File: config.mk
export PLATFORM = sky130hd
export DESIGN_NAME = memory_stage
export DESIGN_NICKNAME = d
export VERILOG_FILES = /design/src/cpu_pkg.sv /design/src/memory_stage.sv
export SDC_FILE = /design/constraint.sdc
export NUM_CORES = 2
export LEC_CHECK = 0
export ABC_AREA = 0
export BUFFER_PORTS_ARGS = -buffer_cell sky130_fd_sc_hd__buf_2
export CORE_MARGIN = 3
export CORE_UTILIZATION = 35
export DETAILED_ROUTE_END_ITERATION = 12
export GPL_TIMING_DRIVEN = 0
export PLACE_DENSITY = 0.54
export SLEW_MARGIN = 20
export SYNTH_ARGS = -nofsm -noshare
export SYNTH_HDL_FRONTEND = slang
export SYNTH_SLANG_ARGS = --single-unit
File: constraint.sdc
create_clock -name clk -period 106.7 [get_ports clk]
set_input_delay 21.34 -clock clk [delete_from_list [all_inputs] [get_ports clk]]
set_output_delay 21.34 -clock clk [all_outputs]
set_load 0.02 [all_outputs]
File: src/cpu_pkg.sv
`default_nettype none

package cpu_pkg;

	//////////////////////////////////////////////////////////////////////
	// sizes
	//////////////////////////////////////////////////////////////////////

	localparam int DATA_W     = 32;
	localparam int REG_ADDR_W = 5;
	localparam int NUM_REGS   = 32;
	localparam int DMEM_WORDS = 64; // data memory, in words

	//////////////////////////////////////////////////////////////////////
	// encodings
	//////////////////////////////////////////////////////////////////////

	typedef enum logic [5:0] {
		OP_RTYPE = 6'h00,
		OP_ADDI  = 6'h08,
		OP_ORI   = 6'h0d,
		OP_LW    = 6'h23,
		OP_SW    = 6'h2b
	} opcode_e;

	typedef enum logic [5:0] {
		F_SLL = 6'h00,
		F_ADD = 6'h20,
		F_SUB = 6'h22,
		F_AND = 6'h24,
		F_OR  = 6'h25,
		F_SLT = 6'h2a
	} funct_e;

	typedef enum logic [2:0] {
		ALU_ADD = 3'd0,
		ALU_SUB = 3'd1,
		ALU_AND = 3'd2,
		ALU_OR  = 3'd3,
		ALU_SLT = 3'd4,
		ALU_SLL = 3'd5
	} alu_op_e;

	// instruction word, two views of the same 32 bits
	typedef struct packed {
		opcode_e                opcode;
		logic [REG_ADDR_W-1:0] rs;
		logic [REG_ADDR_W-1:0] rt;
		logic [REG_ADDR_W-1:0] rd;
		logic [4:0]            shamt;
		funct_e                funct;
	} instr_r_t;

	typedef struct packed {
		opcode_e                opcode;
		logic [REG_ADDR_W-1:0] rs;
		logic [REG_ADDR_W-1:0] rt;
		logic [15:0]           imm;
	} instr_i_t;

	//////////////////////////////////////////////////////////////////////
	// pipeline registers
	//////////////////////////////////////////////////////////////////////

	typedef struct packed {
		alu_op_e alu_op;
		logic    use_imm;  // immediate is operand b
		logic    zero_ext; // ori
		logic    mem_read;
		logic    mem_write;
		logic    reg_write;
	} ctrl_t;

	typedef struct packed {
		logic                  valid;
		ctrl_t                 ctrl;
		logic [REG_ADDR_W-1:0] rs;
		logic [REG_ADDR_W-1:0] rt;
		logic [REG_ADDR_W-1:0] rd;
		logic [4:0]            shamt;
		logic [DATA_W-1:0]     rs_val;
		logic [DATA_W-1:0]     rt_val;
		logic [DATA_W-1:0]     imm; // already extended
	} id_ex_t;

	typedef struct packed {
		logic                  valid;
		ctrl_t                 ctrl;
		logic [REG_ADDR_W-1:0] rd; // final destination
		logic [DATA_W-1:0]     alu_result;
		logic [DATA_W-1:0]     store_data;
	} ex_mem_t;

	typedef struct packed {
		logic                  valid;
		logic [REG_ADDR_W-1:0] rd;
		logic [DATA_W-1:0]     data;
	} wb_t;

endpackage

`default_nettype wire

File: src/memory_stage.sv
`default_nettype none
`timescale 1ns/1ns

module memory_stage (
	input  wire                     clk,
	input  wire                     reset,
	input  wire  cpu_pkg::ex_mem_t  ex_mem,
	output cpu_pkg::wb_t            wb
);

	logic [cpu_pkg::DATA_W-1:0]             dmem [cpu_pkg::DMEM_WORDS];
	logic [$clog2(cpu_pkg::DMEM_WORDS)-1:0] word_addr;
	logic [cpu_pkg::DATA_W-1:0]             rd_data;

	// byte address, word aligned
	assign word_addr = ex_mem.alu_result[$clog2(cpu_pkg::DMEM_WORDS)+1:2];
	assign rd_data   = dmem[word_addr];

	always_ff @(posedge clk or posedge reset)
	begin
		if (reset)
		begin
			for (int i = 0; i < cpu_pkg::DMEM_WORDS; i++)
				dmem[i] <= '0;
		end
		else if (ex_mem.valid && ex_mem.ctrl.mem_write)
		begin
			dmem[word_addr] <= ex_mem.store_data;
		end
	end

	//////////////////////////////////////////////////////////////////////
	// memory/writeback register, also the result port
	//////////////////////////////////////////////////////////////////////

	always_ff @(posedge clk or posedge reset)
	begin
		if (reset)
			wb <= '0;
		else
		begin
			wb.valid <= ex_mem.valid && ex_mem.ctrl.reg_write && (ex_mem.rd != '0);
			wb.rd    <= ex_mem.rd;
			wb.data  <= ex_mem.ctrl.mem_read ? rd_data : ex_mem.alu_result;
		end
	end

endmodule

`default_nettype wire

; ---- Word-level counts from Yosys, hierarchy flattened
; Index checks and enable logic that the tools add are counted.
[word_totals]
register_bits = 2086
inputBits = 80
output_inout_bits = 38
[op_classes]
order_cmp = 2
mux = 7
bitwise = 1
reduce_logical = 5
[op_table]
columns = cell, n
row1 = 2048-bit bitwise mux, 1
row2 = 32-bit binary-select mux with 6-bit select, 1
row3 = 32-bit demux with 6-bit select, 1
row4 = 32-bit 2-to-1 mux, 4
row5 = 7-bit greater-or-equal comparator (second input constant), 1
row6 = 7-bit by 1-bit < comparator with 1-bit output (second input constant), 1
row7 = 6-bit NOT with 7-bit output, 1
row8 = 5-bit nonzero test, 1
row9 = 1-bit logical AND, 4

; ---- Logic depth before layout (Yosys ltp)
[logic_depth]
word_depth = 6
mapped_depth = 12

; ---- Worst setup path after synthesis
; OpenSTA, ideal clock, no wires.
[synth_timing]
path_type = input to register
from = input port ex_mem[34] (netlist bit)
to = register wb[10] (netlist bit)
setup_ns = 0.126
arrival_ns = 22.988
slack_ns = 83.586
cell_stages = 8
n_path_buf = 4
cell_sequence = buf_6 > buf_6 > buf_6 > buf_6 > mux4_2 > o211ai_1 > o211ai_1 > o32a_1
[synth_via]
elab_chain_cells = 5
[synth_rtl]
columns = element, line_no
row1 = start: declaration, memory_stage.sv:7  ; input wire cpu_pkg::ex_mem_t ex_mem,
row2 = 6-bit NOT with 7-bit output (not written as such), memory_stage.sv:17  ; assign rd_data = dmem[word_addr];
row3 = 32-bit binary-select mux with 6-bit select, memory_stage.sv:17
row4 = 32-bit 2-to-1 mux (not written as such) (2 in a row), memory_stage.sv:17
row5 = 32-bit 2-to-1 mux, memory_stage.sv:44  ; wb.data <= ex_mem.ctrl.mem_read ? rd_data : ex_mem.alu_result;
row6 = end: declaration, memory_stage.sv:8  ; output cpu_pkg::wb_t wb
; Every way passes these cells. The select of a mux whose other input is x is not followed.
; A chain may end at the register's enable or synchronous reset.

; ---- Worst setup path in the final report
[layout_timing]
from = input port ex_mem[35] (netlist bit)
to = register wb[16] (netlist bit)
; Same word-level chain as after synthesis.

==> run summary <==
======================================================================================================
Highest attainable clock frequency                                                          0.0389 GHz
Final routed wire length divided by cell count                                                 39.0 um
Number of buffers inserted during clock tree synthesis                                             233
Ys Warns                                                                                             0
Most used cells in the layout excluding fill and tap cells                                sky130_fd_sc_hd__mux2_2, sky130_fd_sc_hd__dfrtp_1, sky130_fd_sc_hd__buf_2
Worst setup margin                                                                            80990 ps
Skew final                                                                                      110 ps
Die area                                                                                    280000 um2
Total core area                                                                             271000 um2
Placed cell area                                                                            102000 um2
Count of routing violations after the opening detailed-route iteration                            7728
Element type at the critical path end                                                        flip-flop
Detailed-route DRC error count                                                                       0
Layout Cells excl Fill                                                                           11.0k
Area Overhead vs Synth                                                                           14.9%
Worst voltage drop across the vdd grid                                                     0.0000138 V
Gp weighted congestion                                                                            1.01
Total Neg Setup Slack                                                                             0 ps
First-pass GRT wire length                                                                      578 mm
Via density                                                                                       6.02
Power density cells                                                                        17.9 nW/um2
R2R setup slack                                                                              102980 ps
Worst Hold Class                                                                          flip-flop to flip-flop
Ordered list of cells on the worst path                                                   buf_2 -> buf_4 -> buf_4 -> buf_2 -> buf_2 -> clkbuf_2 -> a211oi_1 -> a21oi_1 -> a41oi_1
Number of search-and-repair iterations in the first detailed-routing pass                            6
Number of global-route vias before repair                                                        66.2k
Number of clock sinks seen by CTS                                                                 2086
Share of layout cells above drive strength 1                                                     44.9%
Crit path kind                                                                            input pin to flip-flop
Area of all placed cells without fillers                                                    110000 um2
Starting density of the core                                                                     35.2%
Most common cell after layout, fill and taps aside                                        sky130_fd_sc_hd__mux2_2
Leakage power total                                                                            51.8 nW
Cell type with the highest aggregate area in the netlist                                  sky130_fd_sc_hd__dfrtp_1
Antenna violations before repair                                                                    50
Delay of the slowest cell on the worst path                                                     840 ps
Sequential element share of the synthesized area                                                 54.5%
Most frequently used flop master after synthesis                                          sky130_fd_sc_hd__dfrtp_1
Fraction of synthesized cell area taken by the top area cell type                                54.5%
Hold buffer count at cts                                                                             0
All-Layer GR Usage                                                                               30.2%
PostCTS Resize Cnt                                                                                   0
Final setup viols                                                                                    0
Final min period                                                                              25710 ps
Final hold violations                                                                                0
Post-route clock period utilization                                                              24.1%
Total length of routed wires                                                                    431 mm
RSZ-0062 raised after global routing                                                             false
Power after layout                                                                             1.97 mW
Yosys reg bits                                                                                    2086
Dpl cells                                                                                        10.6k
Worst path most repeated cell                                                             sky130_fd_sc_hd__buf_2
Maximum number of pins on one net before global-route repair                                       108
EDFF count, synth                                                                                    0
Synth Cell Area                                                                              95700 um2
Required time at the endpoint of the critical path                                           107170 ps
Filler Cell Count                                                                                25.3k
Total congestion overflow                                                                            0
Slew at the pin closest to its max-slew limit                                                  1300 ps
Headroom to the max-slew limit                                                                   12.2%
Clock transition at the register clock pins on the worst setup and hold paths after CTS          60 ps
Worst path slowest cell                                                                   sky130_fd_sc_hd__a21oi_1
Syn Area/Cell                                                                                 13.9 um2
Worst Path Arrival                                                                            26180 ps
Insertion delay to the later sink of the worst-skew pair                                        970 ps
Reported max-cap violation count                                                                     0
Setup fix buffers added after clock tree synthesis                                                   0
Kind of start point of the critical path                                                     input pin
Async set-reset flop share out of synthesis                                                       100%
Setup slack after placement                                                                   80220 ps
Final hold slack                                                                                483 ps
CTS tree                                                                                           yes
Nets                                                                                              7316
Number of nets produced by synthesis                                                              6953
Synth top area cells                                                                      sky130_fd_sc_hd__dfrtp_1, sky130_fd_sc_hd__mux2_2, sky130_fd_sc_hd__mux2i_1
Buffer cell driving the clock tree root                                                   sky130_fd_sc_hd__clkbuf_16
Clock tree buffer depth                                                                              4
Crit path max fanout                                                                                10
Via count                                                                                        66.5k
Count of port buffers added during placement                                                        77
Result of the run                                                                         finished, final reports clean
Placed wire-length estimate after detailed placement                                            315 mm
I/O pin cnt                                                                                        118
Horizontal extent of the die                                                                    529 um
Number of H-tree branching levels                                                                    4
Count of cell types in the netlist                                                                  68
Final core utilization                                                                           40.5%
Slew Limit Fails                                                                                     0
Site row count                                                                                     191
Number of standard cells after synthesis                                                          6873
Die outline height                                                                              529 um
Number of nets with antenna violations after detailed routing                                        0
======================================================================================================
## state kept, by name, summed over array words and instances, names as in the netlist
name  count
dmem   2048
wb       38
## cell usage after synthesis, drive strengths merged (2+ instances only)
cell type and instances:
a2111oi 6, a211oi 18, a21oi 111, a221o 12, a221oi 46, a222oi 32, a22o 4, a22oi 303
a311o 2, a311oi 8, a31o 11, a31oi 13, a41oi 13, and2 3, and3 3, and4 2
buf 433, clkbuf 281, dfrtp 2086, inv 4, mux2 2401, mux2i 254, mux4 82, nand2 60
nand2b 4, nand3 13, nand4 14, nor2 249, nor2b 7, nor3 3, o2111a 5, o2111ai 5
o211ai 19, o21a 10, o21ai 146, o221a 5, o221ai 6, o22a 24, o22ai 145, o311a 2
o32a 17, or2 2, or3 2
## metal layers
| metal | vias to the layer above | global-route usage (%) | wire length, um |
|---|---|---|---|
| li1 | 26063 | - | - |
| met1 | 35718 | 38.5 | 170000 |
| met2 | 3536 | 44.3 | 185000 |
| met3 | 1119 | 8.46 | 40900 |
| met4 | 16 | 20.6 | 34700 |
| met5 | - | 0 | 103 |
## cells by family (layout without fill, tap and decap cells)
group,count (synthesis),count (layout),synth area share [%]
AO/OA/AOI/OAI,967,967,7.25
buffers and inverters,719,1266,3.69
flip-flops,2086,2086,54.5
multiplexers,2737,2737,32.9
other,0,41,0
AND/OR/NAND/NOR,364,364,1.58
## final cells by class
cell class,instances,area (um2),area share (%)
inverters,5,26.3,0.0239
multi-input cells,4068,40000,36.4
diodes,41,103,0.0933
clock buffers,336,6850,6.23
repair buffers,128,1660,1.51
flip-flops and latches,2086,52200,47.5
well taps,3570,4470,4.06
plain buffers,714,3620,3.29
clock inverters,83,1030,0.937
## report_power, final
part,internal [mW],switching [mW]
registers,0.856,0.0328
logic,0.0919,0.145
clock network,0.490,0.351
total,1.44,0.529
## critical path, delay by kind of cell
kind,cells,cell delay [ps]
buffers and inverters,6,2940
AOI/OAI and AO/OA,3,1810
## worst paths after layout
kind,from,endpoint,cells past startpoint
hold / removal,dmem[1440],dmem[1440],1
max in group asynchronous,reset,dmem[1845],8
setup / recovery,ex_mem[35],wb[16],9
min in group asynchronous,reset,dmem[1107],2
setup reg to reg,dmem[85],wb[21],6
hold reg to reg,dmem[1440],dmem[1440],1
(Power assumes the default switching activity.)
