## config.mk

```make
export PLATFORM = sky130hd
export DESIGN_NAME = decode_stage
export DESIGN_NICKNAME = d
export VERILOG_FILES = /design/src/cpu_pkg.sv /design/src/reg_file.sv /design/src/decode_stage.sv
export SDC_FILE = /design/constraint.sdc
export NUM_CORES = 2
export LEC_CHECK = 0
export ABC_CLOCK_PERIOD_IN_PS = 91000
export BUFFER_PORTS_ARGS = -buffer_cell sky130_fd_sc_hd__buf_2
export CAP_MARGIN = 0
export CORE_MARGIN = 2
export CORE_UTILIZATION = 51
export CTS_CLUSTER_SIZE = 10
export DETAILED_ROUTE_END_ITERATION = 10
export GPL_ROUTABILITY_DRIVEN = 1
export GPL_TIMING_DRIVEN = 0
export PLACE_DENSITY_LB_ADDON = 0.1
export SLEW_MARGIN = 20
export SYNTH_ARGS = -nofsm -noshare
export SYNTH_HDL_FRONTEND = slang
export SYNTH_SLANG_ARGS = --single-unit
```

## constraint.sdc

```tcl
create_clock -name clk -period 91 [get_ports clk]
set_input_delay 0 -clock clk [delete_from_list [all_inputs] [get_ports clk]]
set_output_delay 0 -clock clk [all_outputs]
set_load 0.01 [all_outputs]
```

## src/cpu_pkg.sv

```systemverilog
`default_nettype none

package cpu_pkg;

	//////////////////////////////////////////////////////////////////////
	// sizes
	//////////////////////////////////////////////////////////////////////

	localparam int DATA_W     = 32;
	localparam int REG_ADDR_W = 5;
	localparam int NUM_REGS   = 32;
	localparam int DMEM_WORDS = 64; // data memory, in words

	//////////////////////////////////////////////////////////////////////
	// encodings
	//////////////////////////////////////////////////////////////////////

	typedef enum logic [5:0] {
		OP_RTYPE = 6'h00,
		OP_ADDI  = 6'h08,
		OP_ORI   = 6'h0d,
		OP_LW    = 6'h23,
		OP_SW    = 6'h2b
	} opcode_e;

	typedef enum logic [5:0] {
		F_SLL = 6'h00,
		F_ADD = 6'h20,
		F_SUB = 6'h22,
		F_AND = 6'h24,
		F_OR  = 6'h25,
		F_SLT = 6'h2a
	} funct_e;

	typedef enum logic [2:0] {
		ALU_ADD = 3'd0,
		ALU_SUB = 3'd1,
		ALU_AND = 3'd2,
		ALU_OR  = 3'd3,
		ALU_SLT = 3'd4,
		ALU_SLL = 3'd5
	} alu_op_e;

	// instruction word, two views of the same 32 bits
	typedef struct packed {
		opcode_e                opcode;
		logic [REG_ADDR_W-1:0] rs;
		logic [REG_ADDR_W-1:0] rt;
		logic [REG_ADDR_W-1:0] rd;
		logic [4:0]            shamt;
		funct_e                funct;
	} instr_r_t;

	typedef struct packed {
		opcode_e                opcode;
		logic [REG_ADDR_W-1:0] rs;
		logic [REG_ADDR_W-1:0] rt;
		logic [15:0]           imm;
	} instr_i_t;

	//////////////////////////////////////////////////////////////////////
	// pipeline registers
	//////////////////////////////////////////////////////////////////////

	typedef struct packed {
		alu_op_e alu_op;
		logic    use_imm;  // immediate is operand b
		logic    zero_ext; // ori
		logic    mem_read;
		logic    mem_write;
		logic    reg_write;
	} ctrl_t;

	typedef struct packed {
		logic                  valid;
		ctrl_t                 ctrl;
		logic [REG_ADDR_W-1:0] rs;
		logic [REG_ADDR_W-1:0] rt;
		logic [REG_ADDR_W-1:0] rd;
		logic [4:0]            shamt;
		logic [DATA_W-1:0]     rs_val;
		logic [DATA_W-1:0]     rt_val;
		logic [DATA_W-1:0]     imm; // already extended
	} id_ex_t;

	typedef struct packed {
		logic                  valid;
		ctrl_t                 ctrl;
		logic [REG_ADDR_W-1:0] rd; // final destination
		logic [DATA_W-1:0]     alu_result;
		logic [DATA_W-1:0]     store_data;
	} ex_mem_t;

	typedef struct packed {
		logic                  valid;
		logic [REG_ADDR_W-1:0] rd;
		logic [DATA_W-1:0]     data;
	} wb_t;

endpackage

`default_nettype wire

```

## src/reg_file.sv

```systemverilog
`default_nettype none
`timescale 1ns/1ns

module reg_file (
	input  wire                                clk,
	input  wire                                reset,
	input  wire  [cpu_pkg::REG_ADDR_W-1:0]     rs_addr,
	input  wire  [cpu_pkg::REG_ADDR_W-1:0]     rt_addr,
	input  wire  cpu_pkg::wb_t                 wr,
	output logic [cpu_pkg::DATA_W-1:0]         rs_val,
	output logic [cpu_pkg::DATA_W-1:0]         rt_val
);

	logic [cpu_pkg::DATA_W-1:0] regs [cpu_pkg::NUM_REGS];
	logic                       wr_en;

	assign wr_en = wr.valid && (wr.rd != '0); // r0 is never written

	always_ff @(posedge clk or posedge reset)
	begin
		if (reset)
		begin
			for (int i = 0; i < cpu_pkg::NUM_REGS; i++)
				regs[i] <= '0;
		end
		else if (wr_en)
		begin
			regs[wr.rd] <= wr.data;
		end
	end

	// same-cycle write shows up on the read ports
	always_comb
	begin
		if (rs_addr == '0)
			rs_val = '0;
		else if (wr_en && wr.rd == rs_addr)
			rs_val = wr.data;
		else
			rs_val = regs[rs_addr];

		if (rt_addr == '0)
			rt_val = '0;
		else if (wr_en && wr.rd == rt_addr)
			rt_val = wr.data;
		else
			rt_val = regs[rt_addr];
	end

endmodule

`default_nettype wire

```

## src/decode_stage.sv

```systemverilog
`default_nettype none
`timescale 1ns/1ns

module decode_stage (
	input  wire                        clk,
	input  wire                        reset,
	input  wire                        instr_valid,
	input  wire  [31:0]                instr,
	input  wire  cpu_pkg::wb_t         wb,      // register write port
	output logic                       stall,
	output cpu_pkg::id_ex_t            id_ex
);

	cpu_pkg::instr_r_t            ir;
	cpu_pkg::instr_i_t            ii;
	cpu_pkg::ctrl_t               ctrl;
	cpu_pkg::id_ex_t              id_ex_next;
	logic [cpu_pkg::DATA_W-1:0]   rs_val;
	logic [cpu_pkg::DATA_W-1:0]   rt_val;

	assign ir = instr;
	assign ii = instr;

	//////////////////////////////////////////////////////////////////////
	// control decode
	//////////////////////////////////////////////////////////////////////

	function automatic cpu_pkg::ctrl_t decode_ctrl(input cpu_pkg::instr_r_t w);
		cpu_pkg::ctrl_t c;
		c = '0;
		c.alu_op = cpu_pkg::ALU_ADD;
		case (w.opcode)
			cpu_pkg::OP_RTYPE:
			begin
				c.reg_write = 1'b1;
				case (w.funct)
					cpu_pkg::F_ADD: c.alu_op = cpu_pkg::ALU_ADD;
					cpu_pkg::F_SUB: c.alu_op = cpu_pkg::ALU_SUB;
					cpu_pkg::F_AND: c.alu_op = cpu_pkg::ALU_AND;
					cpu_pkg::F_OR:  c.alu_op = cpu_pkg::ALU_OR;
					cpu_pkg::F_SLT: c.alu_op = cpu_pkg::ALU_SLT;
					cpu_pkg::F_SLL: c.alu_op = cpu_pkg::ALU_SLL;
					default:        c.reg_write = 1'b0; // unknown funct, nop
				endcase
			end
			cpu_pkg::OP_ADDI:
			begin
				c.use_imm   = 1'b1;
				c.reg_write = 1'b1;
			end
			cpu_pkg::OP_ORI:
			begin
				c.alu_op    = cpu_pkg::ALU_OR;
				c.use_imm   = 1'b1;
				c.zero_ext  = 1'b1;
				c.reg_write = 1'b1;
			end
			cpu_pkg::OP_LW:
			begin
				c.use_imm   = 1'b1; // base + offset
				c.mem_read  = 1'b1;
				c.reg_write = 1'b1;
			end
			cpu_pkg::OP_SW:
			begin
				c.use_imm   = 1'b1;
				c.mem_write = 1'b1;
			end
			default: c = c; // unknown opcode, nop
		endcase
		return c;
	endfunction

	assign ctrl = decode_ctrl(ir);

	reg_file u_reg_file (
		.clk     (clk),
		.reset   (reset),
		.rs_addr (ii.rs),
		.rt_addr (ii.rt),
		.wr      (wb),
		.rs_val  (rs_val),
		.rt_val  (rt_val)
	);

	// load-use hazard against the lw now in id_ex
	assign stall = instr_valid && id_ex.valid && id_ex.ctrl.mem_read &&
		(id_ex.rt == ii.rs || id_ex.rt == ii.rt);

	always_comb
	begin
		id_ex_next        = '0;
		id_ex_next.valid  = 1'b1;
		id_ex_next.ctrl   = ctrl;
		id_ex_next.rs     = ir.rs;
		id_ex_next.rt     = ir.rt;
		id_ex_next.rd     = ir.rd;
		id_ex_next.shamt  = ir.shamt;
		id_ex_next.rs_val = rs_val;
		id_ex_next.rt_val = rt_val;
		if (ctrl.zero_ext)
			id_ex_next.imm = {{(cpu_pkg::DATA_W-16){1'b0}}, ii.imm};
		else
			id_ex_next.imm = {{(cpu_pkg::DATA_W-16){ii.imm[15]}}, ii.imm};
	end

	//////////////////////////////////////////////////////////////////////
	// decode/execute register
	//////////////////////////////////////////////////////////////////////

	always_ff @(posedge clk or posedge reset)
	begin
		if (reset)
			id_ex <= '0;
		else if (instr_valid && !stall)
			id_ex <= id_ex_next;
		else
			id_ex <= '0; // bubble
	end

endmodule

`default_nettype wire

```

# Word level (Yosys, flattened, before mapping)
# Index checks and enable logic that the tools add are counted.
[op_classes] order_cmp=4 eq_ne=13 muxes=23 bitwise_logic=3 n_reduce_logical=18
[ops] op="1024-bit bitwise mux" n=1
[ops] op="32-bit binary-select mux with 5-bit select" n=2
[ops] op="32-bit two-way mux" n=10
[ops] op="32-bit demux with 5-bit select" n=1
[ops] op="125-bit two-way mux" n=1
[ops] op="6-bit equality test (second input constant)" n=7
[ops] op="5-bit equality test" n=4
[ops] op="6-bit greater-or-equal comparator (second input constant)" n=3
[ops] op="5-bit inverter with 6-bit output" n=3
[ops] op="3-bit case mux with 5 select lines" n=1
[ops] op="6-bit by 4-bit equality test with 1-bit output (second input constant)" n=2
[ops] op="6-bit zero test" n=2
[ops] op="5-bit zero test" n=2
[ops] op="1-bit logical AND" n=8
[ops] op="6-bit by 1-bit < comparator with 1-bit output (second input constant)" n=1
[ops] op="3-bit case mux with 2 select lines" n=1
[ops] op="6-bit OR reduction" n=1
[ops] op="1-bit two-way mux" n=5
[ops] op="5-bit nonzero test" n=1
[ops] op="4-bit OR reduction" n=1
[ops] op="3-bit OR reduction" n=1
[ops] op="1-bit case mux with 2 select lines" n=1
[ops] op="1-bit zero test" n=1
[ops] op="1-bit logical OR" n=1
[word_totals] regBits=1149 inputBits=73 out_inout_bits=126 elab_cells=107

# Depth between registers and ports, before layout
[depth] depth_word=7 mapped_depth=9 depth_no_buf=5

# By module
# Synthesis repeated with hierarchy kept, for this count alone.
[unflattened] cells_unflattened=4251 hier_area_um2=59592.2
[modules_own_cells] mod="reg_file" n_inst=1 cells_each=3969 area_per_inst_um2=55882.3 seq_area_each_um2=25624.6
[modules_own_cells] mod="decode_stage" n_inst=1 cells_each=282 area_per_inst_um2=3709.8 seq_area_each_um2=2502.4

# Worst setup path after synthesis
# Ideal clock, no wire load.
[synth_path] path_type="register to register" from="reg id_ex[107] in the netlist's numbering" to="reg id_ex[34] in the netlist's numbering" setup_ps=125 arrival_time_ps=1615 required_ps=90875 path_slack_ps=89260 stages_incl_launch_ff=7 n_path_buf=1 period_less_slack_ps=1740 cell_sequence="dfrtp_1 > xor2_1 > nor4_1 > a221oi_2 > o41ai_1 > buf_2 > nor3_1"
[synth_between] elab_chain_cells=6 word_cells_on_any_way=7 cone_classes="2 x eq/ne; 1 x mux; 4 x reduce/logical"
[synth_lines] item="start: declaration" line_no="decode_stage.sv:11" rtl="output cpu_pkg::id_ex_t id_ex"
[synth_lines] item="start signal: assignment" line_no="decode_stage.sv:116" rtl="id_ex <= id_ex_next;"
[synth_lines] item="5-bit equality test" line_no="decode_stage.sv:88" rtl="(id_ex.rt == ii.rs || id_ex.rt == ii.rt);"
[synth_lines] item="1-bit logical OR (*)" line_no="decode_stage.sv:88"
[synth_lines] item="1-bit logical AND (*)" line_no="decode_stage.sv:87" rtl="assign stall = instr_valid && id_ex.valid && id_ex.ctrl.mem_read &&"
[synth_lines] item="1-bit zero test (*)" line_no="decode_stage.sv:115" rtl="else if (instr_valid && !stall)"
[synth_lines] item="1-bit logical AND (*)" line_no="decode_stage.sv:115"
[synth_lines] item="125-bit two-way mux (*)" line_no="decode_stage.sv:115"
# Mark *: on every way between the ends. The rest lies on a longest branch, timed or not.
# A chain may end at the register's enable or synchronous reset.

# Worst setup path after layout
[layout_path] from="reg id_ex[108] in the netlist's numbering" to="reg id_ex[118] in the netlist's numbering"
# Same word-level chain as after synthesis.

==> results.sh <==
export IMPL_crit_path_end_kind="flip-flop"
export IMPL_synth_top_cell_area_share=0.4847
export IMPL_seq_area_frac_synth=0.4847
export IMPL_top_layer_used="met5"
export IMPL_clk_pin_slew_ns=0.06
export IMPL_die_h_um=341.3
export IMPL_ys_ff_latch=1124
export IMPL_drive_above_1_share=0.4915
export IMPL_port_buffers=191
export IMPL_critPathLaunchType="flip-flop"
export IMPL_core_area_um2=112700
export IMPL_layout_common_cells="dfrtp_1 (1124), mux2_2 (992), mux4_2 (510), buf_2 (382), mux2i_1 (188)"
export IMPL_post_route_util=0.5869
export IMPL_wl_met3_mm=20.41
export IMPL_wl_per_cell_um=35.10
export IMPL_insertion_delay_ns=0.75
export IMPL_row_count=123
export IMPL_rsz0062_at_grt="no"
export IMPL_grt_max_degree=107
export IMPL_die_x_um=341.3
export IMPL_skew_ns=0.02848
export IMPL_max_slew_margin=0.1354
export IMPL_cap_viol_max_count=0
export IMPL_synth_xor_area_frac=0.003170
export IMPL_yosysTopAreaCell="dfrtp_1"
export IMPL_ioPinCount=199
export IMPL_syn_inst=3842
export IMPL_hp_class="input pin to flip-flop"
export IMPL_ant_nets=0
export IMPL_synthArstFlopShare=1.000
export IMPL_ir_worst_vdd_v=0.00001838
export IMPL_synth_cell_types=51
export IMPL_vias=39150
export IMPL_tightest_slew_ns=1.297
export IMPL_criticalPathCategory="flip-flop to flip-flop"
export IMPL_h_tree_depth=4
export IMPL_pre_cts_ws_ns=87.53
export IMPL_grt_pass1_wl_mm=290.6
export IMPL_synth_simple_area_share=0.02894
export IMPL_vias_per_cell=6.704
export IMPL_drcViolationCount=0
export IMPL_firstDrtPassIters=5
export IMPL_syn_area_per_cell_um2=15.10
export IMPL_dieArea_um2=116500
export IMPL_gr_total_overflow=0
export IMPL_area_growth_syn_to_layout_pct=13.93
export IMPL_met1Wirelength_mm=80.63
export IMPL_finalSetupViolations=0
export IMPL_worst_hold_slack_ns=0.04673
export IMPL_post_cts_buffers=0
export IMPL_final_nets=4346
export IMPL_fin_ws_ns=87.47
export IMPL_outcome="complete, no violations"
export IMPL_cts_tree="yes"
export IMPL_required_ns=91.67
export IMPL_numCtsBuffers=136
export IMPL_synth_main_ff_cell="dfrtp_1"
export IMPL_hold_violations=0
export IMPL_synth_top_family_by_area="multiplexers"
export IMPL_synthTopCellsByArea="dfrtp_1 (48%), mux4_2 (20%), mux2_2 (19%), mux2i_1 (3.2%), buf_2 (1.5%)"
export IMPL_muxShareOfSynthArea=0.4234
export IMPL_dpl_hpwl_mm=137.7
export IMPL_fmax_mhz=282.9
export IMPL_grt_pass1_vias=39570
export IMPL_wl_met2_mm=92.59
export IMPL_clock_path_buffers=3
export IMPL_synth_compound_gate_area_share=0.02277
export IMPL_cts_root_buf="clkbuf_16"
export IMPL_arrival_ns=4.21
export IMPL_syn_nets=3915
export IMPL_final_common_cell="dfrtp_1"
export IMPL_finalCriticalPeriod_ns=3.534
export IMPL_period_share=0.03884
export IMPL_drtIter0Drc=4053
export IMPL_syn_area_um2=58030
export IMPL_synth_fa_ha_area_frac=0
export IMPL_ctsResizeCount=0
export IMPL_wl_mm=204.9
export IMPL_synth_edf_count=0
export IMPL_critPathMaxFanout=10
export IMPL_clock_sinks=1124
export IMPL_grt_use_total=0.3558
export IMPL_slew_viol_final=0
export IMPL_start_util=0.5151
export IMPL_cellLeakagePower_nw=29.26
export IMPL_gp_routability_congestion=0.9444
export IMPL_yosysWarnings=0
export IMPL_antenna_found_initial=15
export IMPL_powerDensity_nw_per_um2=21.87
export IMPL_fin_setup_tns_ns=0
## through the flow
step           std cells  total power, W  cell area (µm²)
6_report            5839        0.001446            66110
5_1_grt             5830        0.001500            66090
4_1_cts             5830        0.001445            66090
3_3_place_gp        5533       0.0009339            60860
2_1_floorplan       3842       0.0008581            58030
3_5_place_dp        5548       0.0009437            61280
## cells in the mapped netlist, types with 2 or more instances
library cell	count
nor4_1	2
or2_2	5
nor2_1	91
nand4b_1	2
mux2_1	3
xor2_1	15
o21ai_0	65
o41ai_1	2
nor3_1	137
a211o_1	2
nand2b_1	6
and3_1	6
a21oi_1	7
mux2i_1	188
nand2_1	24
o22ai_1	63
buf_6	3
nor2b_1	3
and3b_1	2
nand4_1	5
or3_1	4
nand3_1	7
mux2_2	992
clkbuf_1	149
xnor2_1	6
nand3b_1	4
buf_1	86
inv_1	4
and2_1	26
mux4_2	510
dfrtp_1	1124
a22oi_1	63
nor3b_1	4
buf_2	169
buf_4	47
## logic make-up (layout without fill, tap and decap cells)
kind of cell / count (synthesis) / in the layout
flip-flops: 1124 / 1124
AND/OR/NAND/NOR: 335 / 335
other: 0 / 9
buffers and inverters: 461 / 949
AO/OA/AOI/OAI: 208 / 208
multiplexers: 1693 / 1693
XOR/XNOR: 21 / 21
## area by class of cell
| type | count | area [µm²] |
|---|---|---|
| antenna | 9 | 22.52 |
| buffer | 456 | 2157 |
| clock buffer | 186 | 3827 |
| clock inverter | 9 | 108.9 |
| fill | 9002 | 46540 |
| inverter | 5 | 26.28 |
| multi-input combinational | 2257 | 27780 |
| sequential | 1124 | 28130 |
| tap | 1500 | 1877 |
| timing repair buffer | 293 | 2187 |
## where the power goes
group          leakage, nW  switching, W  internal [W]
Combinational         12.8      0.000124      0.000168
Clock                 1.92      0.000212      0.000290
Sequential            14.5     0.0000625      0.000591
## state kept, by name (all words and copies together), names as in the netlist
signal / flops
u_reg_file.regs: 1024
id_ex: 100
## worst max-delay path: stages (launching register included)
cell	delay, ns
dfrtp_1	0.44
xor2_1	0.19
nor4_1	0.11
a221oi_4	0.81
clkbuf_1	0.61
inv_1	0.39
nor3_1	0.29
dlygate4sd3_1	0.59
## routing by layer
| layer | global-route usage | up-vias |
|---|---|---|
| met1 | 0.4767 | 21020 |
| met4 | 0.1769 | 8 |
| met5 | 0.006944 | - |
| met3 | 0.1037 | 493 |
| li1 | - | 15500 |
| met2 | 0.5328 | 2124 |
## repair_timing
item | CTS | global route
hold endpoints to repair | 1023 | 0
hold buffers | 87 | 0
setup endpoints to repair | 0 | 0
## worst paths after layout
path / startpoint / endpoint / slack (ns) / depth (start not counted)
setup / recovery: id_ex[108] / id_ex[118] / 87.47 / 7
hold / removal: instr[4] / id_ex[4] / 0.05 / 3
setup reg to reg: id_ex[108] / id_ex[118] / 87.47 / 7
hold reg to reg: u_reg_file.regs[1013] / u_reg_file.regs[1013] / 0.47 / 1
max in group asynchronous: reset / u_reg_file.regs[343] / 88.71 / 7
min in group asynchronous: reset / u_reg_file.regs[485] / 0.53 / 4
No activity file was read; power rests on OpenSTA's default activity.
