`config.mk`:
```
export PLATFORM = sky130hd
export DESIGN_NAME = execute_stage
export DESIGN_NICKNAME = d
export VERILOG_FILES = /design/src/cpu_pkg.sv /design/src/execute_stage.sv
export SDC_FILE = /design/constraint.sdc
export NUM_CORES = 1
export LEC_CHECK = 0
export BUFFER_PORTS_ARGS = -buffer_cell sky130_fd_sc_hd__buf_2
export CAP_MARGIN = 20
export CELL_PAD_IN_SITES_DETAIL_PLACEMENT = 1
export CELL_PAD_IN_SITES_GLOBAL_PLACEMENT = 1
export CORE_UTILIZATION = 30
export DETAILED_ROUTE_END_ITERATION = 12
export GPL_TIMING_DRIVEN = 0
export PLACE_DENSITY = 0.66
export SKIP_LAST_GASP = 1
export SLEW_MARGIN = 30
export SYNTH_ARGS = -nofsm -noshare
export SYNTH_HDL_FRONTEND = slang
export SYNTH_SLANG_ARGS = --single-unit
```
`constraint.sdc`:
```
create_clock -name clk -period 12.2 [get_ports clk]
set_input_delay 0 -clock clk [delete_from_list [all_inputs] [get_ports clk]]
set_output_delay 0 -clock clk [all_outputs]
set_load 0.005 [all_outputs]
```
`src/cpu_pkg.sv`:
```
`default_nettype none

package cpu_pkg;

	//////////////////////////////////////////////////////////////////////
	// sizes
	//////////////////////////////////////////////////////////////////////

	localparam int DATA_W     = 32;
	localparam int REG_ADDR_W = 5;
	localparam int NUM_REGS   = 32;
	localparam int DMEM_WORDS = 64; // data memory, in words

	//////////////////////////////////////////////////////////////////////
	// encodings
	//////////////////////////////////////////////////////////////////////

	typedef enum logic [5:0] {
		OP_RTYPE = 6'h00,
		OP_ADDI  = 6'h08,
		OP_ORI   = 6'h0d,
		OP_LW    = 6'h23,
		OP_SW    = 6'h2b
	} opcode_e;

	typedef enum logic [5:0] {
		F_SLL = 6'h00,
		F_ADD = 6'h20,
		F_SUB = 6'h22,
		F_AND = 6'h24,
		F_OR  = 6'h25,
		F_SLT = 6'h2a
	} funct_e;

	typedef enum logic [2:0] {
		ALU_ADD = 3'd0,
		ALU_SUB = 3'd1,
		ALU_AND = 3'd2,
		ALU_OR  = 3'd3,
		ALU_SLT = 3'd4,
		ALU_SLL = 3'd5
	} alu_op_e;

	// instruction word, two views of the same 32 bits
	typedef struct packed {
		opcode_e                opcode;
		logic [REG_ADDR_W-1:0] rs;
		logic [REG_ADDR_W-1:0] rt;
		logic [REG_ADDR_W-1:0] rd;
		logic [4:0]            shamt;
		funct_e                funct;
	} instr_r_t;

	typedef struct packed {
		opcode_e                opcode;
		logic [REG_ADDR_W-1:0] rs;
		logic [REG_ADDR_W-1:0] rt;
		logic [15:0]           imm;
	} instr_i_t;

	//////////////////////////////////////////////////////////////////////
	// pipeline registers
	//////////////////////////////////////////////////////////////////////

	typedef struct packed {
		alu_op_e alu_op;
		logic    use_imm;  // immediate is operand b
		logic    zero_ext; // ori
		logic    mem_read;
		logic    mem_write;
		logic    reg_write;
	} ctrl_t;

	typedef struct packed {
		logic                  valid;
		ctrl_t                 ctrl;
		logic [REG_ADDR_W-1:0] rs;
		logic [REG_ADDR_W-1:0] rt;
		logic [REG_ADDR_W-1:0] rd;
		logic [4:0]            shamt;
		logic [DATA_W-1:0]     rs_val;
		logic [DATA_W-1:0]     rt_val;
		logic [DATA_W-1:0]     imm; // already extended
	} id_ex_t;

	typedef struct packed {
		logic                  valid;
		ctrl_t                 ctrl;
		logic [REG_ADDR_W-1:0] rd; // final destination
		logic [DATA_W-1:0]     alu_result;
		logic [DATA_W-1:0]     store_data;
	} ex_mem_t;

	typedef struct packed {
		logic                  valid;
		logic [REG_ADDR_W-1:0] rd;
		logic [DATA_W-1:0]     data;
	} wb_t;

endpackage

`default_nettype wire

```
`src/execute_stage.sv`:
```
`default_nettype none
`timescale 1ns/1ns

module execute_stage (
	input  wire                    clk,
	input  wire                    reset,
	input  wire  cpu_pkg::id_ex_t  id_ex,
	input  wire  cpu_pkg::wb_t     wb,
	output cpu_pkg::ex_mem_t       ex_mem
);

	logic [cpu_pkg::DATA_W-1:0]     op_a;
	logic [cpu_pkg::DATA_W-1:0]     rt_fwd;
	logic [cpu_pkg::DATA_W-1:0]     op_b;
	logic [cpu_pkg::DATA_W-1:0]     alu_y;
	logic [cpu_pkg::REG_ADDR_W-1:0] dest;

	// youngest producer wins, loads in ex_mem are not ready yet
	function automatic logic [cpu_pkg::DATA_W-1:0] fwd(
		input logic [cpu_pkg::REG_ADDR_W-1:0] idx,
		input logic [cpu_pkg::DATA_W-1:0]     dec_val,
		input cpu_pkg::ex_mem_t               em,
		input cpu_pkg::wb_t                   w
	);
		logic [cpu_pkg::DATA_W-1:0] v;
		v = dec_val;
		if (idx == '0)
			v = dec_val;
		else if (em.valid && em.ctrl.reg_write && !em.ctrl.mem_read && em.rd == idx)
			v = em.alu_result;
		else if (w.valid && w.rd == idx)
			v = w.data;
		return v;
	endfunction

	assign op_a   = fwd(id_ex.rs, id_ex.rs_val, ex_mem, wb);
	assign rt_fwd = fwd(id_ex.rt, id_ex.rt_val, ex_mem, wb);
	assign op_b   = id_ex.ctrl.use_imm ? id_ex.imm : rt_fwd;
	assign dest   = id_ex.ctrl.use_imm ? id_ex.rt : id_ex.rd; // i-type writes rt

	//////////////////////////////////////////////////////////////////////
	// alu
	//////////////////////////////////////////////////////////////////////

	always_comb
	begin
		case (id_ex.ctrl.alu_op)
			cpu_pkg::ALU_ADD: alu_y = op_a + op_b;
			cpu_pkg::ALU_SUB: alu_y = op_a - op_b;
			cpu_pkg::ALU_AND: alu_y = op_a & op_b;
			cpu_pkg::ALU_OR:  alu_y = op_a | op_b;
			cpu_pkg::ALU_SLT: alu_y = {{(cpu_pkg::DATA_W-1){1'b0}}, $signed(op_a) < $signed(op_b)};
			cpu_pkg::ALU_SLL: alu_y = rt_fwd << id_ex.shamt;
			default:          alu_y = '0;
		endcase
	end

	always_ff @(posedge clk or posedge reset)
	begin
		if (reset)
			ex_mem <= '0;
		else
		begin
			ex_mem.valid      <= id_ex.valid;
			ex_mem.ctrl       <= id_ex.ctrl;
			ex_mem.rd         <= dest;
			ex_mem.alu_result <= alu_y;
			ex_mem.store_data <= rt_fwd; // forwarded for sw
		end
	end

endmodule

`default_nettype wire

```
After elaboration in Yosys (flattened, before gate mapping)
Index checks and enable logic that the tools add are counted.

operators by class
  bitwise logic cells = 2
  reduce and logical (&&, ||, !) cells = 10
  equal/unequal tests = 9
  magnitude comparators = 1
  shift-type cells = 1
  muxes and demuxes = 9
  add/subtract/negate cells = 2

operators by type and width
  cell                                                  count
  2-to-1 mux 32 bit                                     7
  case mux 32 bit (6 select lines)                      1
  adder 32 bit                                          1
  AND 32 bit                                            1
  less-than comparator 32 bit                           1
  OR 32 bit                                             1
  left shift 32 x 5 -> 32 bit                           1
  subtractor 32 bit                                     1
  equality test 5 bit                                   4
  zero test 5 bit                                       2
  equality test 3 x 2 -> 1 bit (second input constant)  2
  equality test 3 bit (second input constant)           2
  logical AND 1 bit                                     6
  2-to-1 mux 5 bit                                      1
  equality test 3 x 1 -> 1 bit (second input constant)  1
  zero test 3 bit                                       1
  zero test 1 bit                                       1

word-level totals
  input port bits = 165
  register bits after elaboration = 78
  output and inout port bits = 78
  word-level logic and storage cells = 44

Depth between registers and ports, before layout
Gate-level depths: netlist (run 1).

  depth in word-level cells = 8
  gate-level depth with buffers = 22
  depth with buffers taken out = 20

Worst setup path before layout (run 1)
No wires, ideal clock.

  path type = register to register
  start point = register ex_mem[71] (netlist name)
  end point = register ex_mem[51] (netlist name)
  path slack = 7.273 ns
  required time = 12.064 ns
  path buffers = 2
  stages on the path, launching flop included = 21
  clock period less this slack = 4.927 ns
  arrival time = 4.791 ns
  library setup time = 0.136 ns
  cell sequence = dfrtp_1 -> and3b_1 -> nand2_1 -> buf_2 -> nor3_2 -> clkbuf_1 -> nor3_1 -> or2_2 -> o21ai_0 -> inv_1 -> ha_1 -> or2_2 -> o221ai_1 -> a21oi_1 -> a2111oi_0 -> a2111oi_0 -> o41ai_1 -> mux2i_1 -> o22ai_1 -> a211oi_1 -> o21ai_0

between the ends
  word-level cells in the longest chain between the ends = 8
  elaborated cells between the ends (all ways) = 15
  classes of those cells = add/sub (2); shift (1); mux (6); bitwise (2); reduce/logical (4)

ends and longest elaborated chain
  element                                          line                 RTL
  from (decl)                                      execute_stage.sv:9   output cpu_pkg::ex_mem_t ex_mem
  zero test 1 bit (*)                              execute_stage.sv:29  else if (em.valid && em.ctrl.reg_write && !em.ctrl.mem_read && em.rd == idx)
  logical AND 1 bit (*)                            execute_stage.sv:29
  logical AND 1 bit                                execute_stage.sv:29
  2-to-1 mux 32 bit                                execute_stage.sv:29
  2-to-1 mux 32 bit                                execute_stage.sv:27  if (idx == '0)
  2-to-1 mux 32 bit                                execute_stage.sv:38  assign op_b = id_ex.ctrl.use_imm ? id_ex.imm : rt_fwd;
  subtractor 32 bit, or another cell as far along  execute_stage.sv:49  cpu_pkg::ALU_SUB: alu_y = op_a - op_b;
  case mux 32 bit (6 select lines) (*)             execute_stage.sv:47  case (id_ex.ctrl.alu_op)
  named net alu_y (one bit)                        execute_stage.sv:15  logic [cpu_pkg::DATA_W-1:0] alu_y;

Mark *: on every way through the listed nets, which the timed path passes. The rest lies on a longest branch.

Worst setup path after layout (run 1)
  start point = register ex_mem[66] (netlist name)
  end point = register ex_mem[61] (netlist name)

between the ends
  word-level cells in the longest chain between the ends = 7
  elaborated cells between the ends (all ways) = 15
  classes of those cells = add/sub (2); eq/ne (2); shift (1); mux (6); bitwise (2); reduce/logical (2)

ends and longest elaborated chain
  element                                          line
  equality test 5 bit                              execute_stage.sv:29
  logical AND 1 bit                                execute_stage.sv:29
  2-to-1 mux 32 bit                                execute_stage.sv:29
  2-to-1 mux 32 bit                                execute_stage.sv:27
  2-to-1 mux 32 bit                                execute_stage.sv:38
  subtractor 32 bit, or another cell as far along  execute_stage.sv:49
  case mux 32 bit (6 select lines) (*)             execute_stage.sv:47
  named net alu_y (one bit)                        execute_stage.sv:15

Marks and branches as above.

==> results of run 1 <==
## worst max-delay path, delay by kind of cell (launching register included)
kind	cells	cell delay, ns
AO/OA/AOI/OAI	10	3.54
XOR/XNOR	2	0.58
adder cells (fa/ha/maj)	1	0.30
buffers and inverters	4	1.43
flip-flops	1	0.43
AND/OR/NAND/NOR	4	1.19
## report_power, final
group / internal (mW) / switching (mW) / total, mW / leakage [nW]
Clock: 0.169 / 0.120 / 0.288 / 0.152
Combinational: 0.213 / 0.373 / 0.586 / 4.74
Sequential: 0.285 / 0.0294 / 0.314 / 0.946
## layout make-up
class | count | area, um^2
repair buffers | 258 | 1410
clock buffers | 12 | 256
well taps | 455 | 569
inverters | 127 | 482
clock inverters | 4 | 45.0
flip-flops and latches | 78 | 1950
fillers | 4342 | 21800
plain buffers | 94 | 422
multi-input cells | 1074 | 7720
## through the flow
step	instances	hold slack (ns)	cell area, um^2	utilization (%)	worst slack (ns)
2_1_floorplan	1373	0.0314	10600	-	7.27
3_3_place_gp	2065	0.111	12300	35.6	4.69
3_5_place_dp	2066	0.0194	12400	35.7	4.45
4_1_cts	2102	0.00951	12900	37.1	4.43
5_1_grt	2102	0.0190	12900	37.1	4.28
6_report	2102	0.0195	12900	37.1	4.53
## worst min-delay path by stage
stage                     startpoint              endpoint  slack, ns  cells after the start
after floorplan           id_ex[116]  ex_mem[69]$_DFF_PP0_       0.03                      0
after global placement    id_ex[118]  ex_mem[71]$_DFF_PP0_       0.11                      1
after detailed placement       reset  ex_mem[72]$_DFF_PP0_       0.02                      2
after CTS                  id_ex[56]  ex_mem[24]$_DFF_PP0_       0.01                      3
after global routing       id_ex[56]  ex_mem[24]$_DFF_PP0_       0.02                      3
final                      id_ex[61]  ex_mem[29]$_DFF_PP0_       0.02                      3
## cell families (layout without fill, tap and decap cells)
family,count (synthesis),in the layout
AO/OA/AOI/OAI,498,498
XOR/XNOR,49,49
adder cells (fa/ha/maj),103,103
buffers and inverters,221,495
flip-flops,78,78
multiplexers,60,60
AND/OR/NAND/NOR,364,364
## cells in the mapped netlist (all sizes together), types with 5 or more instances
cell type	count	area share, %
a2111oi	5	0.41
a211oi	12	0.85
a21o	18	1.3
a21oi	79	3.7
a221oi	19	1.6
a22oi	5	0.36
a31o	8	0.75
a31oi	12	0.83
and3	6	0.40
buf	31	1.8
clkbuf	63	2.2
dfrtp	78	18
ha	101	12
inv	127	4.5
mux2	19	2.0
mux2i	33	3.1
mux4	8	1.7
nand2	110	4.1
nand2b	12	0.71
nand3	22	1.0
nand4	8	0.47
nor2	113	4.2
nor2b	10	0.59
nor3	25	1.3
nor4	17	1.0
o211ai	22	1.6
o21a	11	0.78
o21ai	123	5.8
o21bai	14	0.99
o221ai	22	1.9
o22a	62	5.1
o22ai	13	0.77
o31a	6	0.50
o31ai	13	0.92
o32a	5	0.47
o32ai	11	1.1
or2	8	0.47
or3	17	1.1
xnor2	35	2.9
xor2	14	1.2
## repair_timing
item                      4_1_cts  5_1_grt
hold endpoints to repair       78        0
hold buffers                   20        0
gates resized for setup         0        0
## metal layers
metal	routed length [um]	up-vias
met4	2850	2
met2	26700	646
met5	13	-
li1	-	5591
met3	4150	157
met1	24700	6334
==> metrics.md, run 1 <==
| Metric | Value |
|---|---|
| Status | complete, no violations |
| Synth Area in Simple Gates | 16.6% |
| Routed wire length | 58,300 um |
| Chip Height | 190 um |
| Origin of the critical flop-to-flop path | ex_mem[66]$_DFF_PP0_ |
| Initial Utilization | 30.5% |
| Worst-path clk slew | 0.06 ns |
| Clk root buf | clkbuf_16 |
| GRT overflow | 0 |
| RSZ-0062 raised after global routing | false |
| Final hold vios | 0 |
| Hold Crit Class | primary input to flip-flop |
| Final min period | 7.67 ns |
| P per Cell Area | 92.5 nW/um^2 |
| Max cap viols | 0 |
| VDD IR-drop max | 0.0689 mV |
| Routed wire per std cell | 27.8 um |
| Die area | 36,000 um^2 |
| Mapped Nets | 1,641 |
| Largest family of logic cells by synthesized area | compound AO/OA/AOI/OAI gates |
| Final Slew Violations | 0 |
| Share of cells above drive strength 1 | 20.2% |
| Least-Margin Pin Slew | 1.08 ns |
| Largest net degree at the start of global routing | 44 |
| Antenna viol nets, final | 0 |
| Commonest non-fill, non-tap cells in the layout | buf_2 (243), inv_1 (122), o21ai_0 (113) |
| Synth cell types | 87 |
| Synth Area in Compound Gates | 33.2% |
| Global-route wire length before repair | 84,300 um |
| Tot GR Track Use | 32.0% |
| CTS tree | done |
| Io pins | 243 |
| # nets final | 1,910 |
| Netlist Area Pre-Place | 10,600 um^2 |
| Mux cell area share after synthesis | 6.86% |
| GRT Max-Usage Layer | met2 |
| Post-CTS setup buffer count | 0 |
| Die width | 190 um |
| Sequential cell area fraction in the yosys report | 18.5% |
| Syn_area_per_cell | 7.70 um^2 |
| Slew headroom | 27.3% |
| TNS Setup | 0 ns |
| P&R area growth vs syn | 21.7% |
| Path type of the worst setup path | flip-flop to flip-flop |
| Post-synthesis adder-cell area fraction | 12.3% |
| CP max FO | 10 |
| H-tree Lvls | 3 |
| Register-to-Register Path Depth | 21 |
| Crit-path slowest cell | a2111oi_1 |
| R2r endpoint | ex_mem[61]$_DFF_PP0_ |
| Worst Setup EP | ex_mem[61]$_DFF_PP0_ |
| Cell row count | 68 |
| Largest Register | ex_mem |
| 1st-iter DRT viols | 1,465 |
| Via/cell ratio | 6.06 |
| Async SR Flop Fraction | 100% |
| Total CTS buffers | 9 |
| CP startpoint | ex_mem[66]$_DFF_PP0_ |
| CP Cell Sequence | xnor2_1 > nand4_1 > buf_2 > nor2_1 > buf_2 > clkbuf_1 > o32ai_1 > or2_2 > o21ai_0 > inv_1 > ha_1 > or2_2 > o221ai_1 > a21oi_1 > a2111oi_1 > a21oi_1 > a221oi_1 > o41a_1 > o211ai_1 > xnor2_1 > o211ai_1 |
| Fin crit share | 62.9% |
| Leakage | 5.84 nW |
| Vias | 12,700 |
| Port Buffer Count | 237 |
| Post-synth EDFFs | 0 |
| Clk_lat worst skew | 0.38 ns |
| Post-Synth XOR/XNOR Area | 4.06% |
| Met3 usage | 4.26% |
| Primary FF master, synth | dfrtp_1 |
| Dpl hpwl | 48,500 um |
| Top flop regs | ex_mem x78 |
| Fmax achieved | 130 MHz |
| Flop2flop setup slack | 4.53 ns |
| Buffer levels on the longest clock path | 2 |
| Met1 usage | 41.9% |
| Drt pass-1 iters | 5 |
| Max reg flops | 78 |
| Clock Sinks | 78 |
| Finish-stage setup viols | 0 |
| Worst path max stage delay | 0.73 ns |
| Number of global-route vias before repair | 12,700 |
| Met2 Use GR | 52.1% |
| Post-Syn Instances | 1,373 |
| Tot Pwr | 1.19 mW |
| Commonest non-fill, non-tap cell in the layout | buf_2 |
| CP Data Arrival Time | 7.87 ns |
| CP Launch Type | flip-flop |
| N_diodes | 0 |
| Routability cong. | 1.04 |
| Ys Warns | 0 |
| Endpoint class of the critical path | flip-flop |
| DRC Markers | 0 |
| #FFs+latches synth | 78 |
| Worst EP required | 12.40 ns |
| Core area | 34,600 um^2 |
| Initial antenna violation count | 1 |
| Fin Clk Skew | 0.0195 ns |
Power figures use the tool's default switching activity.
==> run 2: changes to the inputs <==
clock period = 7.3 ns   (was 12.2 ns; I/O delays follow)
==> metrics.md, run 2 (synthesis gave the netlist of run 1 again) <==
| Metric | Value |
|---|---|
| Status | complete, no violations (unchanged) |
| Core area | 34,600 um^2 (unchanged) |
| Hold Crit Endpoint | ex_mem[29]$_DFF_PP0_ (unchanged) |
| Final hold vios | 0 (unchanged) |
| CP max FO | 10 (unchanged) |
| Post-CTS setup buffer count | 0 (unchanged) |
| Vias | 12,600 (was 12,700) |
| Tot GR Track Use | 32.0% (about the same) |
| Path type of the worst setup path | flip-flop to flip-flop (unchanged) |
| GRT overflow | 0 (unchanged) |
| Finish-stage setup viols | 0 (unchanged) |
| Initial antenna violation count | 1 (unchanged) |
| Pre-CTS setup slack | -0.445 ns (was 4.45 ns) |
| Io pins | 243 (unchanged) |
| CTS tree | done (unchanged) |
| Via/cell ratio | 6.02 (was 6.06) |
| Number of global-route vias before repair | 12,700 (about the same) |
| Die width | 190 um (unchanged) |
| H-tree Lvls | 3 (unchanged) |
| Largest Register | ex_mem (unchanged) |
| Routed wire per std cell | 27.7 um (was 27.8 um) |
| P per Cell Area | 155 nW/um^2 (was 92.5 nW/um^2) |
| Final Util | 37.1% (about the same) |
| VDD IR-drop max | 0.114 mV (was 0.0689 mV) |
| Endpoint class of the critical path | flip-flop (unchanged) |
| Initial Utilization | 30.5% (unchanged) |
| Port Buffer Count | 237 (unchanged) |
| Slew headroom | 24.0% (was 27.3%) |
| Drt pass-1 iters | 5 (unchanged) |
| CP startpoint | ex_mem[66]$_DFF_PP0_ (unchanged) |
| Routability cong. | 1.04 (unchanged) |
| Tot Pwr | 1.99 mW (was 1.19 mW) |
| Clk root buf | clkbuf_16 (unchanged) |
| Final min period | 6.92 ns (was 7.67 ns) |
| Worst-path clk slew | 0.06 ns (about the same) |
| Commonest non-fill, non-tap cell in the layout | buf_2 (unchanged) |
| Top flop regs | ex_mem x78 (unchanged) |
| Antenna viol nets, final | 0 (unchanged) |
| Worst EP required | 7.50 ns (was 12.40 ns) |
| Share of cells above drive strength 1 | 20.3% (was 20.2%) |
| Chip Height | 190 um (unchanged) |
| Fin crit share | 94.7% (was 62.9%) |
| CP Data Arrival Time | 7.12 ns (was 7.87 ns) |
| Least-Margin Pin Slew | 1.13 ns (was 1.08 ns) |
| Cell area after layout | 12,900 um^2 (about the same) |
| R2r endpoint | ex_mem[61]$_DFF_PP0_ (unchanged) |
| Origin of the critical flop-to-flop path | ex_mem[66]$_DFF_PP0_ (unchanged) |
| Min-Delay Path Depth | 3 (unchanged) |
| N_diodes | 0 (unchanged) |
| Clock Sinks | 78 (unchanged) |
| Max reg flops | 78 (unchanged) |
| Routed wire length | 58,100 um (was 58,300 um) |
| Cell row count | 68 (unchanged) |
| 1st-iter DRT viols | 1,458 (was 1,465) |
| CP Launch Type | flip-flop (unchanged) |
| Buffer levels on the longest clock path | 2 (unchanged) |
| Leakage | 5.84 nW (unchanged) |
| Largest net degree at the start of global routing | 44 (unchanged) |
| Hold Slack | 0.0230 ns (was 0.0195 ns) |
| Post-placement cell area | 12,400 um^2 (unchanged) |
| DRC Markers | 0 (unchanged) |
| P&R area growth vs syn | 21.7% (about the same) |
| Final setup margin | 0.385 ns (was 4.53 ns) |
| Total CTS buffers | 9 (unchanged) |
| Global-route wire length before repair | 84,300 um (about the same) |
| Die area | 36,000 um^2 (unchanged) |
| Commonest non-fill, non-tap cells in the layout | buf_2 (243), inv_1 (122), o21ai_0 (112) (was buf_2 (243), inv_1 (122), o21ai_0 (113)) |
| Launch point of the worst hold path | id_ex[61] (unchanged) |
| RSZ-0062 raised after global routing | false (unchanged) |
| Fin Clk Skew | 0.0201 ns (was 0.0195 ns) |
| Hold Crit Class | primary input to flip-flop (unchanged) |
| Final Slew Violations | 0 (unchanged) |
| Register-to-Register Path Depth | 20 (was 21) |
| Flop2flop setup slack | 0.38 ns (was 4.53 ns) |
| # nets final | 1,909 (was 1,910) |
| Clk_lat worst skew | 0.38 ns (about the same) |
| Fmax achieved | 145 MHz (was 130 MHz) |
| Dpl hpwl | 48,500 um (unchanged) |
| Max cap viols | 0 (unchanged) |
==> run 2: timing repair <==
item | CTS | global route
hold endpoints to repair | 78 | 0
endpoints found under the setup margin | 5 | 4
resized for setup | 2 | 1
hold buffers | 20 | 0
gates cloned | 0 | 0
==> run 2: where the power goes <==
group	internal [mW]	switching (mW)
combinational	0.357	0.626
clock	0.282	0.201
sequential	0.476	0.0487
total	1.11	0.875
==> run 2: worst max-delay path: stages, from the launching register on <==
cell and delay, ns:
dfrtp_1 0.43, xnor2_1 0.17, nand4_1 0.18, buf_2 0.26, nor3_2 0.54, clkbuf_1 0.65
nor3_1 0.13, or2_2 0.39, o21ai_1 0.47, inv_1 0.19, ha_1 0.27, or2_2 0.30
o221ai_1 0.26, a21oi_1 0.21, a2111oi_2 0.54, a21oi_1 0.23, a221oi_1 0.38, o41a_1 0.33
o211ai_1 0.15, xnor2_1 0.46, o211ai_1 0.19
==> run 2: how the worst max path moves through the flow <==
stage | endpoint | depth (start not counted) | slack [ns]
final | ex_mem[61]$_DFF_PP0_ | 20 | 0.38
after global routing | ex_mem[61]$_DFF_PP0_ | 20 | 0.17
after CTS | ex_mem[61]$_DFF_PP0_ | 21 | 0.03
after detailed placement | ex_mem[61]$_DFF_PP0_ | 21 | -0.45
after global placement | ex_mem[61]$_DFF_PP0_ | 21 | -0.21
after floorplan | ex_mem[51]$_DFF_PP0_ | 20 | 2.37
==> run 2: cell type report <==
cell class,count,area (um^2)
timing repair buffer,258,1410
multi-input combinational,1074,7720
clock inverter,4,45.0
fill,4341,21800
tap,455,569
clock buffer,12,256
sequential,78,1950
inverter,127,482
buffer,93,418
==> run 2: routing by layer <==
| metal | GRT usage, % | routed length [um] |
|---|---|---|
| met1 | 41.9 | 24800 |
| met2 | 52.1 | 26600 |
| met3 | 4.26 | 3930 |
| met4 | 14.2 | 2760 |
| met5 | 0 | 13 |
==> run 2: per-stage QoR <==
stage / TNS [ns] / instances
after floorplan: 0 / 1373
final: 0 / 2101
after global routing: 0 / 2101
after detailed placement: -1.10 / 2066
after global placement: -0.234 / 2065
after CTS: 0 / 2102
==> run 3: changes to the inputs <==
CORE_UTILIZATION = 41   (was 30)
PLACE_DENSITY = 0.85   (was 0.66)
==> metrics.md, run 3 (synthesis gave the netlist of run 1 again) <==
| Metric | Value |
|---|---|
| Status | complete, no violations (unchanged) |
| Port Buffer Count | 237 (unchanged) |
| Final Util | 50.6% (was 37.1%) |
| CTS tree | done (unchanged) |
| Routed wire per std cell | 28.8 um (was 27.7 um) |
| Die area | 26,400 um^2 (was 36,000 um^2) |
| P&R area growth vs syn | 20.9% (was 21.7%) |
| Chip Height | 163 um (was 190 um) |
| Initial antenna violation count | 2 (was 1) |
| Die width | 163 um (was 190 um) |
| CP Data Arrival Time | 7.21 ns (was 7.12 ns) |
| Max cap viols | 0 (unchanged) |
| TNS Setup | 0 ns (unchanged) |
| Final min period | 7.00 ns (was 6.92 ns) |
| Commonest non-fill, non-tap cells in the layout | buf_2 (243), inv_1 (122), o21ai_0 (112) (unchanged) |
| Finish-stage setup viols | 0 (unchanged) |
| Via/cell ratio | 6.65 (was 6.02) |
| 1st-iter DRT viols | 1,625 (was 1,458) |
| Largest net degree at the start of global routing | 44 (unchanged) |
| Max reg flops | 78 (unchanged) |
| Routability cong. | 1.11 (was 1.04) |
| Core area | 25,300 um^2 (was 34,600 um^2) |
| Total CTS buffers | 9 (unchanged) |
| Post-placement cell area | 12,200 um^2 (was 12,400 um^2) |
| Crit-path slowest cell | clkbuf_1 (unchanged) |
| P per Cell Area | 162 nW/um^2 (was 155 nW/um^2) |
| Clk_lat worst skew | 0.37 ns (was 0.38 ns) |
| Initial Utilization | 41.8% (was 30.5%) |
| Drt pass-1 iters | 6 (was 5) |
| Vias | 13,200 (was 12,600) |
| H-tree Lvls | 3 (unchanged) |
| Final Slew Violations | 0 (unchanged) |
| Top flop regs | ex_mem x78 (unchanged) |
| Final cell count without fillers | 1,981 (was 2,101) |
| Path type of the worst setup path | flip-flop to flip-flop (unchanged) |
| Final setup margin | 0.299 ns (was 0.385 ns) |
| RSZ-0062 raised after global routing | false (unchanged) |
| Worst path max stage delay | 0.55 ns (was 0.65 ns) |
| CP max FO | 10 (unchanged) |
| Dpl hpwl | 45,800 um (was 48,500 um) |
| Buffer levels on the longest clock path | 2 (unchanged) |
| Number of global-route vias before repair | 13,000 (was 12,700) |
| Global-route wire length before repair | 82,600 um (was 84,300 um) |
| Least-Margin Pin Slew | 1.09 ns (was 1.13 ns) |
| GRT overflow | 0 (unchanged) |
| Endpoint class of the critical path | flip-flop (unchanged) |
| Antenna viol nets, final | 0 (unchanged) |
| Register-to-Register Path Depth | 21 (was 20) |
| Leakage | 5.86 nW (was 5.84 nW) |
| Tot Pwr | 2.07 mW (was 1.99 mW) |
| Largest Register | ex_mem (unchanged) |
| Clk root buf | clkbuf_16 (unchanged) |
| Hold Slack | 0.0288 ns (was 0.0230 ns) |
| VDD IR-drop max | 0.123 mV (was 0.114 mV) |
| Clock Sinks | 78 (unchanged) |
| Hold Crit Class | primary input to flip-flop (unchanged) |
| Fmax achieved | 143 MHz (was 145 MHz) |
| DRC Markers | 0 (unchanged) |
| CP Launch Type | flip-flop (unchanged) |
| Pre-CTS setup slack | 0.0856 ns (was -0.445 ns) |
| Tot GR Track Use | 42.6% (was 32.0%) |
| Routed wire length | 57,000 um (was 58,100 um) |
| Fin Clk Skew | 0.0160 ns (was 0.0201 ns) |
| Cell area after layout | 12,800 um^2 (was 12,900 um^2) |
| Worst-path clk slew | 0.07 ns (was 0.06 ns) |
| Final hold vios | 0 (unchanged) |
| R2r endpoint | ex_mem[61]$_DFF_PP0_ (unchanged) |
| Worst EP required | 7.51 ns (was 7.50 ns) |
| Fin crit share | 95.9% (was 94.7%) |
| Commonest non-fill, non-tap cell in the layout | buf_2 (unchanged) |
| Share of cells above drive strength 1 | 20.3% (about the same) |
| Origin of the critical flop-to-flop path | ex_mem[65]$_DFF_PP0_ (was ex_mem[66]$_DFF_PP0_) |
| Hold Crit Endpoint | ex_mem[2]$_DFF_PP0_ (was ex_mem[29]$_DFF_PP0_) |
| Flop2flop setup slack | 0.30 ns (was 0.38 ns) |
| Placed Instances | 1,941 (was 2,066) |
| CP Cell Sequence | xnor2_1 > nand4_1 > buf_2 > nor2_1 > buf_2 > clkbuf_1 > o32ai_1 > or2_2 > o21ai_1 > inv_1 > ha_1 > or2_2 > o221ai_1 > a21oi_1 > a2111oi_2 > a21oi_1 > a221oi_1 > o41a_1 > o211ai_1 > xnor2_1 > o211ai_1 (was xnor2_1 > nand4_1 > buf_2 > nor3_2 > clkbuf_1 > nor3_1 > or2_2 > o21ai_1 > inv_1 > ha_1 > or2_2 > o221ai_1 > a21oi_1 > a2111oi_2 > a21oi_1 > a221oi_1 > o41a_1 > o211ai_1 > xnor2_1 > o211ai_1) |
| Slew headroom | 26.8% (was 24.0%) |
| # nets final | 1,912 (was 1,909) |
| Cell row count | 58 (was 68) |
| Io pins | 243 (unchanged) |
| Min-Delay Path Depth | 3 (unchanged) |
| Launch point of the worst hold path | id_ex[34] (was id_ex[61]) |
==> run 3: changes by cell type in the layout (fill, tap and decap cells not counted) <==
cell | before | now
diode_2 | 0 | 2
bufinv_16 | 1 | 3
dlygate4sd3_1 | 20 | 22
clkbuf_8 | 2 | 1
clkbuf_1 | 63 | 64
clkinvlp_4 | 0 | 1
clkinv_2 | 3 | 0
clkinv_4 | 0 | 1
==> run 3: per-layer routing <==
| layer | wire length (um) | global-route usage, % |
|---|---|---|
| met1 | 22500 | 55.2 |
| met2 | 24800 | 65.8 |
| met3 | 5990 | 8.84 |
| met4 | 3690 | 23.9 |
| met5 | 0 | 0 |
==> run 3: repair_timing <==
item | CTS | global route
resized for setup | 0 | 2
endpoints found under the hold margin | 81 | 0
hold buffers | 22 | 0
endpoints found under the setup margin | 0 | 6
setup buffers | 0 | 0
==> run 3: area by class of cell <==
class | instances | area, um^2
multi-input combinational | 1074 | 7720
inverter | 127 | 482
clock buffer | 11 | 243
fill | 3294 | 12500
timing repair buffer | 260 | 1430
antenna | 2 | 5.00
buffer | 94 | 422
sequential | 78 | 1950
clock inverter | 5 | 106
tap | 330 | 413
==> run 3: report_power, final <==
part,leakage (nW),internal (mW),switching [mW],total [mW]
combinational,4.75,0.358,0.625,0.983
sequential,0.946,0.475,0.0490,0.524
clock,0.166,0.345,0.215,0.560
==> run 3: critical path, delay by kind of cell, from the launching register on <==
family,cells,cell delay (ns)
xor gates and xnor gates,2,0.69
buffers and inverters,4,1.34
AOI/OAI and AO/OA,10,2.97
DFF,1,0.46
and+or+nand+nor,4,1.11
adders and majority gates,1,0.27
==> run 3: how the worst max path moves through the flow <==
stage	startpoint	to	slack, ns	depth (start not counted)
4_1_cts	ex_mem[65]$_DFF_PP0_	ex_mem[61]$_DFF_PP0_	0.03	21
6_report	ex_mem[65]$_DFF_PP0_	ex_mem[61]$_DFF_PP0_	0.30	21
3_5_place_dp	ex_mem[65]$_DFF_PP0_	ex_mem[61]$_DFF_PP0_	0.09	21
5_1_grt	ex_mem[65]$_DFF_PP0_	ex_mem[61]$_DFF_PP0_	0.19	21
3_3_place_gp	ex_mem[65]$_DFF_PP0_	ex_mem[61]$_DFF_PP0_	0.23	21
2_1_floorplan	ex_mem[71]$_DFF_PP0_	ex_mem[51]$_DFF_PP0_	2.37	20
